[src/rtl/fetchPkg.sv]
/*
 * Fetch front end shared definitions
 * Widths, queue sizing, opcode constants, interrupt vector word
 * and the types used across fetch, queue and instruction buffer
 */
package fetchPkg;

   // Datapath widths
   localparam int InstrWidth = 32;
   localparam int AddrWidth = 16;

   // Fetch queue sizing, depth must be a power of two
   localparam int QueueDepth = 4;
   localparam int QueuePtrWidth = $clog2(QueueDepth);
   // Counts 0 up to QueueDepth inclusive
   localparam int CreditWidth = $clog2(QueueDepth + 1);

   typedef logic [InstrWidth-1:0] instrWordT;
   typedef logic [AddrWidth-1:0] addrT;
   typedef logic [5:0] opcodeT;
   typedef logic [4:0] regIdxT;
   typedef logic [10:0] altT;

   // Prefix and control flow opcodes
   localparam opcodeT OpImm = 6'o54;
   localparam opcodeT OpRtd = 6'o55;
   localparam opcodeT OpBruA = 6'o46;
   localparam opcodeT OpBruB = 6'o56;
   localparam opcodeT OpBccA = 6'o47;
   localparam opcodeT OpBccB = 6'o57;

   // Two-cycle execute opcodes
   localparam opcodeT OpMulA = 6'o20;
   localparam opcodeT OpMulB = 6'o30;
   localparam opcodeT OpBsfA = 6'o21;
   localparam opcodeT OpBsfB = 6'o31;

   // Branch to interrupt vector 0x10, link in r14
   localparam instrWordT IntVectorOp = 32'hB9CE0010;

   // Load/store class has opcode bits 5:4 set
   function automatic logic isLoadStore(input opcodeT op);
      return op[5:4] == 2'b11;
   endfunction

   // Within that class bit 2 picks store over load
   function automatic logic isStore(input opcodeT op);
      return isLoadStore(op) && op[2];
   endfunction

endpackage

[src/rtl/fetchUnit.sv]
/*
 * Fetch unit
 * Walks the program counter through instruction memory and pushes
 * each returned word into the fetch queue, paced by queue credits
 */
module fetchUnit
   import fetchPkg::*;
(
   input  logic      gclk,
   input  logic      grst,
   output logic      imemReq,
   output addrT      imemAddr,
   input  instrWordT imemData,
   output logic      pushValid,
   output addrT      pushAddr,
   output instrWordT pushWord,
   input  logic      creditReturn
);

   addrT pc;
   logic [CreditWidth-1:0] creditCount;
   logic fetchRun;
   logic reqPending;
   addrT reqAddr;
   logic [CreditWidth-1:0] creditInc;
   logic [CreditWidth-1:0] creditDec;

   // Held off for one cycle out of reset
   always_ff @(posedge gclk) begin
      if (grst) begin
         fetchRun <= 1'b0;
      end else begin
         fetchRun <= 1'b1;
      end
   end

   // Request whenever a queue entry is guaranteed free
   assign imemReq = fetchRun && (creditCount != '0);
   assign imemAddr = pc;

   // Program counter, one word per request
   always_ff @(posedge gclk) begin
      if (grst) begin
         pc <= '0;
      end else if (imemReq) begin
         pc <= pc + addrT'(4);
      end
   end

   // Return and spend can land in the same cycle
   assign creditInc = CreditWidth'(creditReturn);
   assign creditDec = CreditWidth'(imemReq);

   always_ff @(posedge gclk) begin
      if (grst) begin
         creditCount <= CreditWidth'(QueueDepth);
      end else begin
         creditCount <= creditCount + creditInc - creditDec;
      end
   end

   // Track the outstanding request flag
   always_ff @(posedge gclk) begin
      if (grst) begin
         reqPending <= 1'b0;
      end else begin
         reqPending <= imemReq;
      end
   end

   // Address travels alongside the returning word
   always_ff @(posedge gclk) begin
      if (imemReq) begin
         reqAddr <= imemAddr;
      end
   end

   // Memory answers one cycle after the request
   assign pushValid = reqPending;
   assign pushAddr = reqAddr;
   assign pushWord = imemData;

endmodule

[src/rtl/fetchQueue.sv]
/*
 * Fetch queue
 * Circular buffer of address and word pairs between fetch unit
 * and instruction buffer; each pop hands one credit back
 */
module fetchQueue
   import fetchPkg::*;
(
   input  logic      gclk,
   input  logic      grst,
   input  logic      pushValid,
   input  addrT      pushAddr,
   input  instrWordT pushWord,
   output logic      headValid,
   output addrT      headAddr,
   output instrWordT headWord,
   input  logic      pop,
   output logic      creditReturn
);

   addrT addrMem [QueueDepth];
   instrWordT wordMem [QueueDepth];
   logic [QueuePtrWidth-1:0] wrPtr;
   logic [QueuePtrWidth-1:0] rdPtr;
   logic [CreditWidth-1:0] count;
   logic popTake;

   // Oldest entry drives the head
   assign headValid = count != '0;
   assign headAddr = addrMem[rdPtr];
   assign headWord = wordMem[rdPtr];

   // Ignore a pop on an empty queue
   assign popTake = pop && headValid;

   // Storage, credits keep writes off live entries
   always_ff @(posedge gclk) begin
      if (pushValid) begin
         addrMem[wrPtr] <= pushAddr;
         wordMem[wrPtr] <= pushWord;
      end
   end

   // Pointers wrap at the power-of-two depth
   always_ff @(posedge gclk) begin
      if (grst) begin
         wrPtr <= '0;
         rdPtr <= '0;
      end else begin
         if (pushValid) begin
            wrPtr <= wrPtr + 1'b1;
         end
         if (popTake) begin
            rdPtr <= rdPtr + 1'b1;
         end
      end
   end

   // Occupancy, push and pop together leave it unchanged
   always_ff @(posedge gclk) begin
      if (grst) begin
         count <= '0;
      end else if (pushValid && !popTake) begin
         count <= count + 1'b1;
      end else if (popTake && !pushValid) begin
         count <= count - 1'b1;
      end
   end

   // One credit per freed entry, a cycle after the pop
   always_ff @(posedge gclk) begin
      if (grst) begin
         creditReturn <= 1'b0;
      end else begin
         creditReturn <= popTake;
      end
   end

endmodule

[src/rtl/instrBuffer.sv]
/*
 * Instruction buffer
 * Decodes queue words into the issue register, merges IMM prefixes,
 * injects the interrupt vector and spaces out two-cycle instructions
 */
module instrBuffer
   import fetchPkg::*;
(
   input  logic      gclk,
   input  logic      grst,
   input  logic      headValid,
   input  addrT      headAddr,
   input  instrWordT headWord,
   output logic      pop,
   input  logic      intEnable,
   input  logic      intReq,
   output logic      issueValid,
   input  logic      issueReady,
   output addrT      issueAddr,
   output instrWordT issueWord,
   output opcodeT    opcode,
   output regIdxT    rd,
   output regIdxT    ra,
   output regIdxT    rb,
   output altT       alt,
   output instrWordT simm
);

   logic [1:0] intSync;
   logic intSeen;
   logic intPending;
   logic immPending;
   logic [15:0] immHigh;
   logic issueLong;
   logic lastBlocksInt;
   logic canAccept;
   logic load;
   logic inject;
   instrWordT slotWord;
   opcodeT slotOp;
   instrWordT slotSimm;
   logic slotLong;
   logic slotBlocksInt;

   // Two-flop synchroniser, only samples while enabled
   always_ff @(posedge gclk) begin
      if (grst) begin
         intSync <= 2'b00;
         intSeen <= 1'b0;
      end else if (intEnable) begin
         intSync <= {intSync[0], intReq};
         intSeen <= intSync[1];
      end
   end

   // Pending latch, runs regardless of stalls
   // One vector per rising request level
   always_ff @(posedge gclk) begin
      if (grst) begin
         intPending <= 1'b0;
      end else if (load && inject) begin
         intPending <= 1'b0;
      end else begin
         intPending <= (intPending || (intSync[1] && !intSeen)) && intEnable;
      end
   end

   // Slot free when empty, or draining a single-cycle op
   assign canAccept = !issueValid || (issueReady && !issueLong);
   assign load = canAccept && headValid;

   // Never after an IMM prefix, nor into a delay slot
   assign inject = intPending && !lastBlocksInt;

   // Injected slot leaves the head in the queue
   assign pop = load && !inject;

   assign slotWord = inject ? IntVectorOp : headWord;
   assign slotOp = slotWord[31:26];

   // Prefix bits go on top, else sign-extend the low half
   assign slotSimm = immPending ? {immHigh, slotWord[15:0]}
                                : {{16{slotWord[15]}}, slotWord[15:0]};

   // Multiply, barrel shift and memory ops take two cycles
   assign slotLong = (slotOp == OpMulA) || (slotOp == OpMulB) ||
                     (slotOp == OpBsfA) || (slotOp == OpBsfB) ||
                     isLoadStore(slotOp);

   assign slotBlocksInt = (slotOp == OpImm) || (slotOp == OpRtd) ||
                          (slotOp == OpBruA) || (slotOp == OpBruB) ||
                          (slotOp == OpBccA) || (slotOp == OpBccB);

   // Issue control state
   always_ff @(posedge gclk) begin
      if (grst) begin
         issueValid <= 1'b0;
         issueLong <= 1'b0;
         lastBlocksInt <= 1'b0;
         immPending <= 1'b0;
      end else if (load) begin
         issueValid <= 1'b1;
         issueLong <= slotLong;
         lastBlocksInt <= slotBlocksInt;
         immPending <= slotOp == OpImm;
      end else if (issueReady) begin
         // Transfer with nothing behind it, or a bubble cycle
         issueValid <= 1'b0;
      end
   end

   // Issue payload holds until the next accepted slot
   always_ff @(posedge gclk) begin
      if (load) begin
         issueAddr <= headAddr;
         issueWord <= slotWord;
         simm <= slotSimm;
      end
   end

   // Prefix half kept for the following instruction
   always_ff @(posedge gclk) begin
      if (load && (slotOp == OpImm)) begin
         immHigh <= slotWord[15:0];
      end
   end

   // Field split of the issued word
   assign opcode = issueWord[31:26];
   assign rd = issueWord[25:21];
   assign ra = issueWord[20:16];
   assign rb = issueWord[15:11];
   assign alt = issueWord[10:0];

endmodule

[src/rtl/fetchFront.sv]
/*
 * Instruction front end top level
 * Fetch unit, fetch queue and instruction buffer in a row
 */
module fetchFront
   import fetchPkg::*;
(
   input  logic      gclk,
   input  logic      grst,
   output logic      imemReq,
   output addrT      imemAddr,
   input  instrWordT imemData,
   input  logic      intEnable,
   input  logic      intReq,
   output logic      issueValid,
   input  logic      issueReady,
   output addrT      issueAddr,
   output instrWordT issueWord,
   output opcodeT    opcode,
   output regIdxT    rd,
   output regIdxT    ra,
   output regIdxT    rb,
   output altT       alt,
   output instrWordT simm
);

   // Fetch to queue
   logic pushValid;
   addrT pushAddr;
   instrWordT pushWord;
   logic creditReturn;

   // Queue to instruction buffer
   logic headValid;
   addrT headAddr;
   instrWordT headWord;
   logic pop;

   fetchUnit u_fetchUnit (
      .gclk         (gclk),
      .grst         (grst),
      .imemReq      (imemReq),
      .imemAddr     (imemAddr),
      .imemData     (imemData),
      .pushValid    (pushValid),
      .pushAddr     (pushAddr),
      .pushWord     (pushWord),
      .creditReturn (creditReturn)
   );

   fetchQueue u_fetchQueue (
      .gclk         (gclk),
      .grst         (grst),
      .pushValid    (pushValid),
      .pushAddr     (pushAddr),
      .pushWord     (pushWord),
      .headValid    (headValid),
      .headAddr     (headAddr),
      .headWord     (headWord),
      .pop          (pop),
      .creditReturn (creditReturn)
   );

   instrBuffer u_instrBuffer (
      .gclk       (gclk),
      .grst       (grst),
      .headValid  (headValid),
      .headAddr   (headAddr),
      .headWord   (headWord),
      .pop        (pop),
      .intEnable  (intEnable),
      .intReq     (intReq),
      .issueValid (issueValid),
      .issueReady (issueReady),
      .issueAddr  (issueAddr),
      .issueWord  (issueWord),
      .opcode     (opcode),
      .rd         (rd),
      .ra         (ra),
      .rb         (rb),
      .alt        (alt),
      .simm       (simm)
   );

endmodule

[config.mk]
export PLATFORM = sky130hd
export DESIGN_NAME = fetchFront
export DESIGN_NICKNAME = d
export VERILOG_FILES = /design/src/rtl/fetchPkg.sv /design/src/rtl/fetchUnit.sv /design/src/rtl/fetchQueue.sv /design/src/rtl/instrBuffer.sv /design/src/rtl/fetchFront.sv
export SDC_FILE = /design/constraint.sdc
export NUM_CORES = 1
export LEC_CHECK = 0
export BUFFER_PORTS_ARGS = -buffer_cell sky130_fd_sc_hd__clkbuf_2
export CAP_MARGIN = 20
export CORE_ASPECT_RATIO = 0.8
export CORE_UTILIZATION = 40
export DETAILED_ROUTE_END_ITERATION = 6
export HOLD_SLACK_MARGIN = 0.03
export PLACE_DENSITY = 0.58
export SYNTH_ARGS = -nofsm -noshare
export SYNTH_HDL_FRONTEND = slang
export SYNTH_SLANG_ARGS = --single-unit
[constraint.sdc]
create_clock -name gclk -period 6.7 [get_ports gclk]
set_input_delay 1.005 -clock gclk [delete_from_list [all_inputs] [get_ports gclk]]
set_output_delay 1.005 -clock gclk [all_outputs]
set_load 0.01 [all_outputs]
Yosys cells after proc, flatten, opt, wreduce, memory -nomap -nowiden
Memory sizes are Yosys's and may differ from the RTL's. A register that Yosys moved wholly into a read port is not among the register bits. Index checks and enable logic that the tools add are counted.

Register bits: 133. Latch bits: 0. RAM bits: 192. Memory bits (read-only): 0. Input bits: 37. Output and inout port bits: 130. Logic and storage cells: 86. Memories: 2.

Memories: u_fetchQueue.wordMem (words 4, width 32, rd ports 1, clocked after memory_dff 1, wr ports 1, line fetchQueue.sv:22) `instrWordT wordMem [QueueDepth];`; u_fetchQueue.addrMem (words 4, width 16, rd ports 1, clocked after memory_dff 1, wr ports 1, line fetchQueue.sv:21) `addrT addrMem [QueueDepth];`.

Add/subtract/negate cells: 7. $mul: 0. Divide/modulo/power cells: 0. Magnitude comparators: 0. Equal/unequal tests: 11. Shifts and indexed selects: 0. Muxes and demuxes: 11. Bitwise logic cells: 0. Reductions and logical operators: 35.

Operator list (count): 2-to-1 mux 32 bit (2); == test 6 bit (second input constant) (6); == test 6 x 5 -> 1 bit (second input constant) (4); adder 16 x 3 -> 16 bit (second input constant) (1); logical AND 1 bit (12); logical OR 1 bit (11); logical NOT 1 bit (7); 2-to-1 mux 3 bit (2); nonzero test 3 bit (2); 2-to-1 mux 1 bit (5); adder 2 x 1 -> 2 bit (second input constant) (2); 2-to-1 mux 2 bit (2); nonzero test 2 bit (2); adder 3 x 1 -> 3 bit (1); adder 3 x 1 -> 3 bit (second input constant) (1); subtractor 3 x 1 -> 3 bit (1); subtractor 3 x 1 -> 3 bit (second input constant) (1); == test 2 bit (second input constant) (1); OR reduction 2 bit (1).

Longest topological paths before layout
Depth after elaboration: 9. Depth in mapped cells: 10. Depth with buffers taken out: 9.

Hierarchy
From an unflattened synthesis, not the netlist that was laid out.

Cell total of the unflattened synthesis: 683. Area total of the unflattened synthesis: 12449.4 um^2.

By module, submodules not included: fetchQueue (times used 1, cells each 295, area an instance 7378.3 um^2, sequential area each 5965.7 um^2); instrBuffer (times used 1, cells each 245, area an instance 3548.4 um^2, sequential area each 2562.5 um^2); fetchUnit (times used 1, cells each 143, area an instance 1522.7 um^2, sequential area each 800.8 um^2).

Least setup slack after synthesis
No wires, ideal clock.

Kind: input to register. Start: input issueReady. End: register u_instrBuffer.issueLong. Library setup time: 0.122 ns. Data arrival time: 3.077 ns. Required time: 6.578 ns. Setup slack: 3.502 ns. Stages: 5. Buffers on the path: 0. Cells stage by stage: nand2b_1 > a21o_1 > inv_1 > mux2_2 > o311a_1.

Word-level cells in the longest chain between the ends: 3.

RTL lines: start: declaration (line fetchFront.sv:16) `input logic issueReady,`; logical AND 1 bit (line instrBuffer.sv:69) `assign canAccept = !issueValid || (issueReady && !issueLong);`; logical OR 1 bit (line instrBuffer.sv:69); logical AND 1 bit (line instrBuffer.sv:70) `assign load = canAccept && headValid;`; net u_instrBuffer.load (line instrBuffer.sv:37) `logic load;`; end signal: assignment (line instrBuffer.sv:103) `issueLong <= slotLong;`; end: declaration (line instrBuffer.sv:34) `logic issueLong;`.

The timed path passes the listed nets, and every way through them passes these cells. A chain may end at the register's enable or synchronous reset.

Final worst setup path
Start: register u_fetchUnit.creditCount[1]. End: output imemReq.

Word-level cells in the longest chain between the ends: 2.

RTL lines: start: declaration (line fetchUnit.sv:21) `logic [CreditWidth-1:0] creditCount;`; start signal: assignment (line fetchUnit.sv:56) `creditCount <= CreditWidth'(QueueDepth);`; start signal: assignment (line fetchUnit.sv:58) `creditCount <= creditCount + creditInc - creditDec;`; nonzero test 3 bit (line fetchUnit.sv:38) `assign imemReq = fetchRun && (creditCount != '0);`; logical AND 1 bit (line fetchUnit.sv:38); end: declaration (line fetchFront.sv:10) `output logic imemReq,`.

No other way between the ends.

==> reports/metrics.yaml <==
status: "finished, final reports clean"
clkSinkCount: 313
synth_commonest_cells: "276 x edfxtp_1, 53 x buf_4, 41 x mux4_2"
path_class: "register to output port"
rows: 55
finalHoldViolations: 0
synthCells: 633
cts-buffers-inserted: 31
synth-edff-count: 276
synth_top_cell_area_share: 0.702
post_cts_resized: 0
syn_area_um2: 11800
drc: 0
drive_above_1_share: 0.353
wl_per_cell_um: 18.3
async_reset_ff_frac: 0
worstMarginPinSlew_ps: 875
place_ws_ps: 3060
slowest_stage: "inv_1"
endpoint_kind: "output port"
cts_tree: "done"
slowest_delay_ps: 390
crit_chain: "o31ai_1 -> inv_1 -> clkbuf_2"
drv_cap: 0
totalWireLength_um: 21200
rsz0062_at_grt: "false"
first_pass_iters: 4
timing.final.crit_share: 0.430
layout_min_cycle_time_ps: 2880
tns_ps: 0
relSlewSlack: 0.417
yosysMostFrequentCell: "edfxtp_1"
multi_input_area_um2: 2230
finalWorstSetupSlack_ps: 3820
io_buffers: 162
grt_pass1_wl_um: 33300
skew_ps: 6.75
synth_area_leaders: "edfxtp_1 70%, mux4_2 7.8%, dfxtp_1 6.3%, buf_4 3.4%, and2_1 1.4%"
ys_seq_area_frac: 0.765
die_area_um2: 30200
setup_viol: 0
hp-class: "register to register"
grt_max_degree: 35
ys_warn_count: 0
fp.dieH_um: 156
drtIter0Drc: 294
clk_pin_slew_ps: 60
grt.total_usage: 0.142
cp_max_fo: 17
dp_hpwl_um: 13700
hold_buffers: 0
syn_to_final_growth_pct: 15.3
ys_types: 43
postCtsSetupBuffers: 0
power_density_nw_per_um2: 415
io_pins: 167
root_buffer: "clkbuf_16"
ant_nets: 0
antenna_found_initial: 0
core_area_um2: 28600
cp.arrival_ps: 1880
ys_ff_latch: 313
diodes: 0
dp_cells: 1101
vias: 5601
grt_pass1_vias: 5897
cp.required_ps: 5690
final_max_slew_viol_count: 0
gp_congestion: 0.734
routed_via_density: 4.83
htreeDepth: 1
fmax_mhz: 347
clk_path_buf_depth: 3
grt_overflow: 0
fillers: 2406
die_width_um: 194
clk_latency_ps: 550
final_nets: 812
post-synth-top-area-cell: "edfxtp_1"
seqCellArea_um2: 9030
initial_utilization: 0.412
peakVddDrop_mv: 0.218
p_leak_nw: 4.85
critPathLaunchType: "register"
ys.flop_type: "edfxtp_1"
fin_cells: 1160
syn_avg_cell_area_um2: 18.6
-- worst paths after layout --
| kind | from | to | slack, ps | cells after the start |
|---|---|---|---|---|
| min | u_fetchUnit.imemAddr[15] | u_fetchUnit.pushAddr[15] | 490 | 0 |
| min reg2reg | u_fetchUnit.imemAddr[15] | u_fetchUnit.pushAddr[15] | 490 | 0 |
| max | u_fetchUnit.creditCount[1] | imemReq | 3820 | 3 |
| max reg2reg | register | u_instrBuffer.immHigh[13] | 3850 | 4 |
-- kinds of logic (layout without fill, tap and decap cells) --
group           Yosys count  in the layout  share of synthesized area
mux                      52             52                     0.0946
fa+ha+maj                10             10                     0.0119
buf+inv                  88            242                     0.0477
other cells               1              4                   0.000318
compound gates           24             24                     0.0125
simple gates            130            130                     0.0570
xor+xnor                 15             15                     0.0111
flops                   313            313                      0.765
-- metal layers --
metal	routed length, um	up-vias	GRT usage
met4	502	0	0.0416
met2	10500	139	0.246
met1	9270	2808	0.182
li1	-	2614	-
met3	939	40	0.0272
met5	0	-	0
-- through the flow --
stage	utilization	instance area, um2	power [mW]	hold WS, ps
detailed placement	0.442	12700	4.14	483
global placement	0.441	12600	4.09	466
global route	0.475	13600	5.94	512
finish	0.475	13600	5.65	488
CTS	0.475	13600	5.74	487
floorplan	-	11800	3.76	458
-- flip-flops by register name, summed over array words and instances, names as in the netlist, named ones only --
| signal | flops |
|---|---|
| u_fetchQueue.wrPtr | 2 |
| u_instrBuffer.issueAddr | 14 |
| u_instrBuffer.intSync | 2 |
| u_fetchUnit.fetchRun | 1 |
| u_fetchUnit.pushAddr | 14 |
| u_instrBuffer.issueWord | 16 |
| u_fetchQueue.wordMem | 128 |
| u_fetchQueue.rdPtr | 2 |
| u_fetchQueue.creditReturn | 1 |
| u_fetchUnit.imemAddr | 14 |
| u_instrBuffer.issueLong | 1 |
| u_fetchQueue.addrMem | 56 |
| u_instrBuffer.lastBlocksInt | 1 |
| u_instrBuffer.immHigh | 16 |
| u_instrBuffer.immPending | 1 |
| u_instrBuffer.issueValid | 1 |
| u_instrBuffer.intPending | 1 |
| u_instrBuffer.intSeen | 1 |
| u_fetchUnit.pushValid | 1 |
| u_instrBuffer.simm | 32 |
| u_fetchUnit.creditCount | 3 |
| u_fetchQueue.count | 3 |
-- report_power, final --
part | leakage (nW) | switching, mW | total, mW | internal, mW
sequential | 2.86 | 0.206 | 2.79 | 2.58
clock | 0.478 | 0.689 | 1.60 | 0.909
combinational | 1.51 | 0.713 | 1.27 | 0.557
total | 4.85 | 1.61 | 5.65 | 4.05
-- critical path, delay by kind of cell (launching register included) --
| family | cells | cell delay (ps) |
|---|---|---|
| buffers and inverters | 2 | 630 |
| AO/OA/AOI/OAI | 1 | 360 |
| flip-flops | 1 | 340 |
-- cell usage in the layout, fill, tap and decap left out, types with 2 or more instances in the layout --
cell type  netlist  final
nor2b_1          3      3
nand3_1          4      4
ha_1             8      8
nor4b_1          3      3
a21o_1           2      2
xnor2_1         12     12
nor2_1          22     22
edfxtp_1       276    276
or3_1            5      5
clkinv_1         0      5
dfxtp_1         37     35
and3_1           2      2
and2_2           0      4
mux4_1           5      5
buf_4           53      6
conb_1           1      4
a21oi_1         11     11
dfxtp_2          0      2
and4_1           2      2
xor2_1           3      3
mux4_2          41     41
clkbuf_1        11      6
inv_6            0      2
mux2i_1          5      5
clkbuf_16        0     31
clkinv_2         0     11
nand2_1         37     37
nand4_1          2      2
nand2b_1         4      4
nor3_1           4      4
inv_1           14     13
and2_1          26     22
fa_1             2      2
nor4_1           2      2
or2_2           11     11
clkbuf_8         0      2
o21ai_0          6      6
clkbuf_2         0    162
-- cell type report --
| class | instances | share of cell area |
|---|---|---|
| inverters | 14 | 0.00386 |
| multi-input cells | 235 | 0.164 |
| flip-flops and latches | 313 | 0.664 |
| repair buffers | 170 | 0.0653 |
| clock inverters | 19 | 0.00892 |
| clock buffers | 39 | 0.0607 |
| well taps | 370 | 0.0340 |
Note: power is estimated with default switching activity, not from simulation.
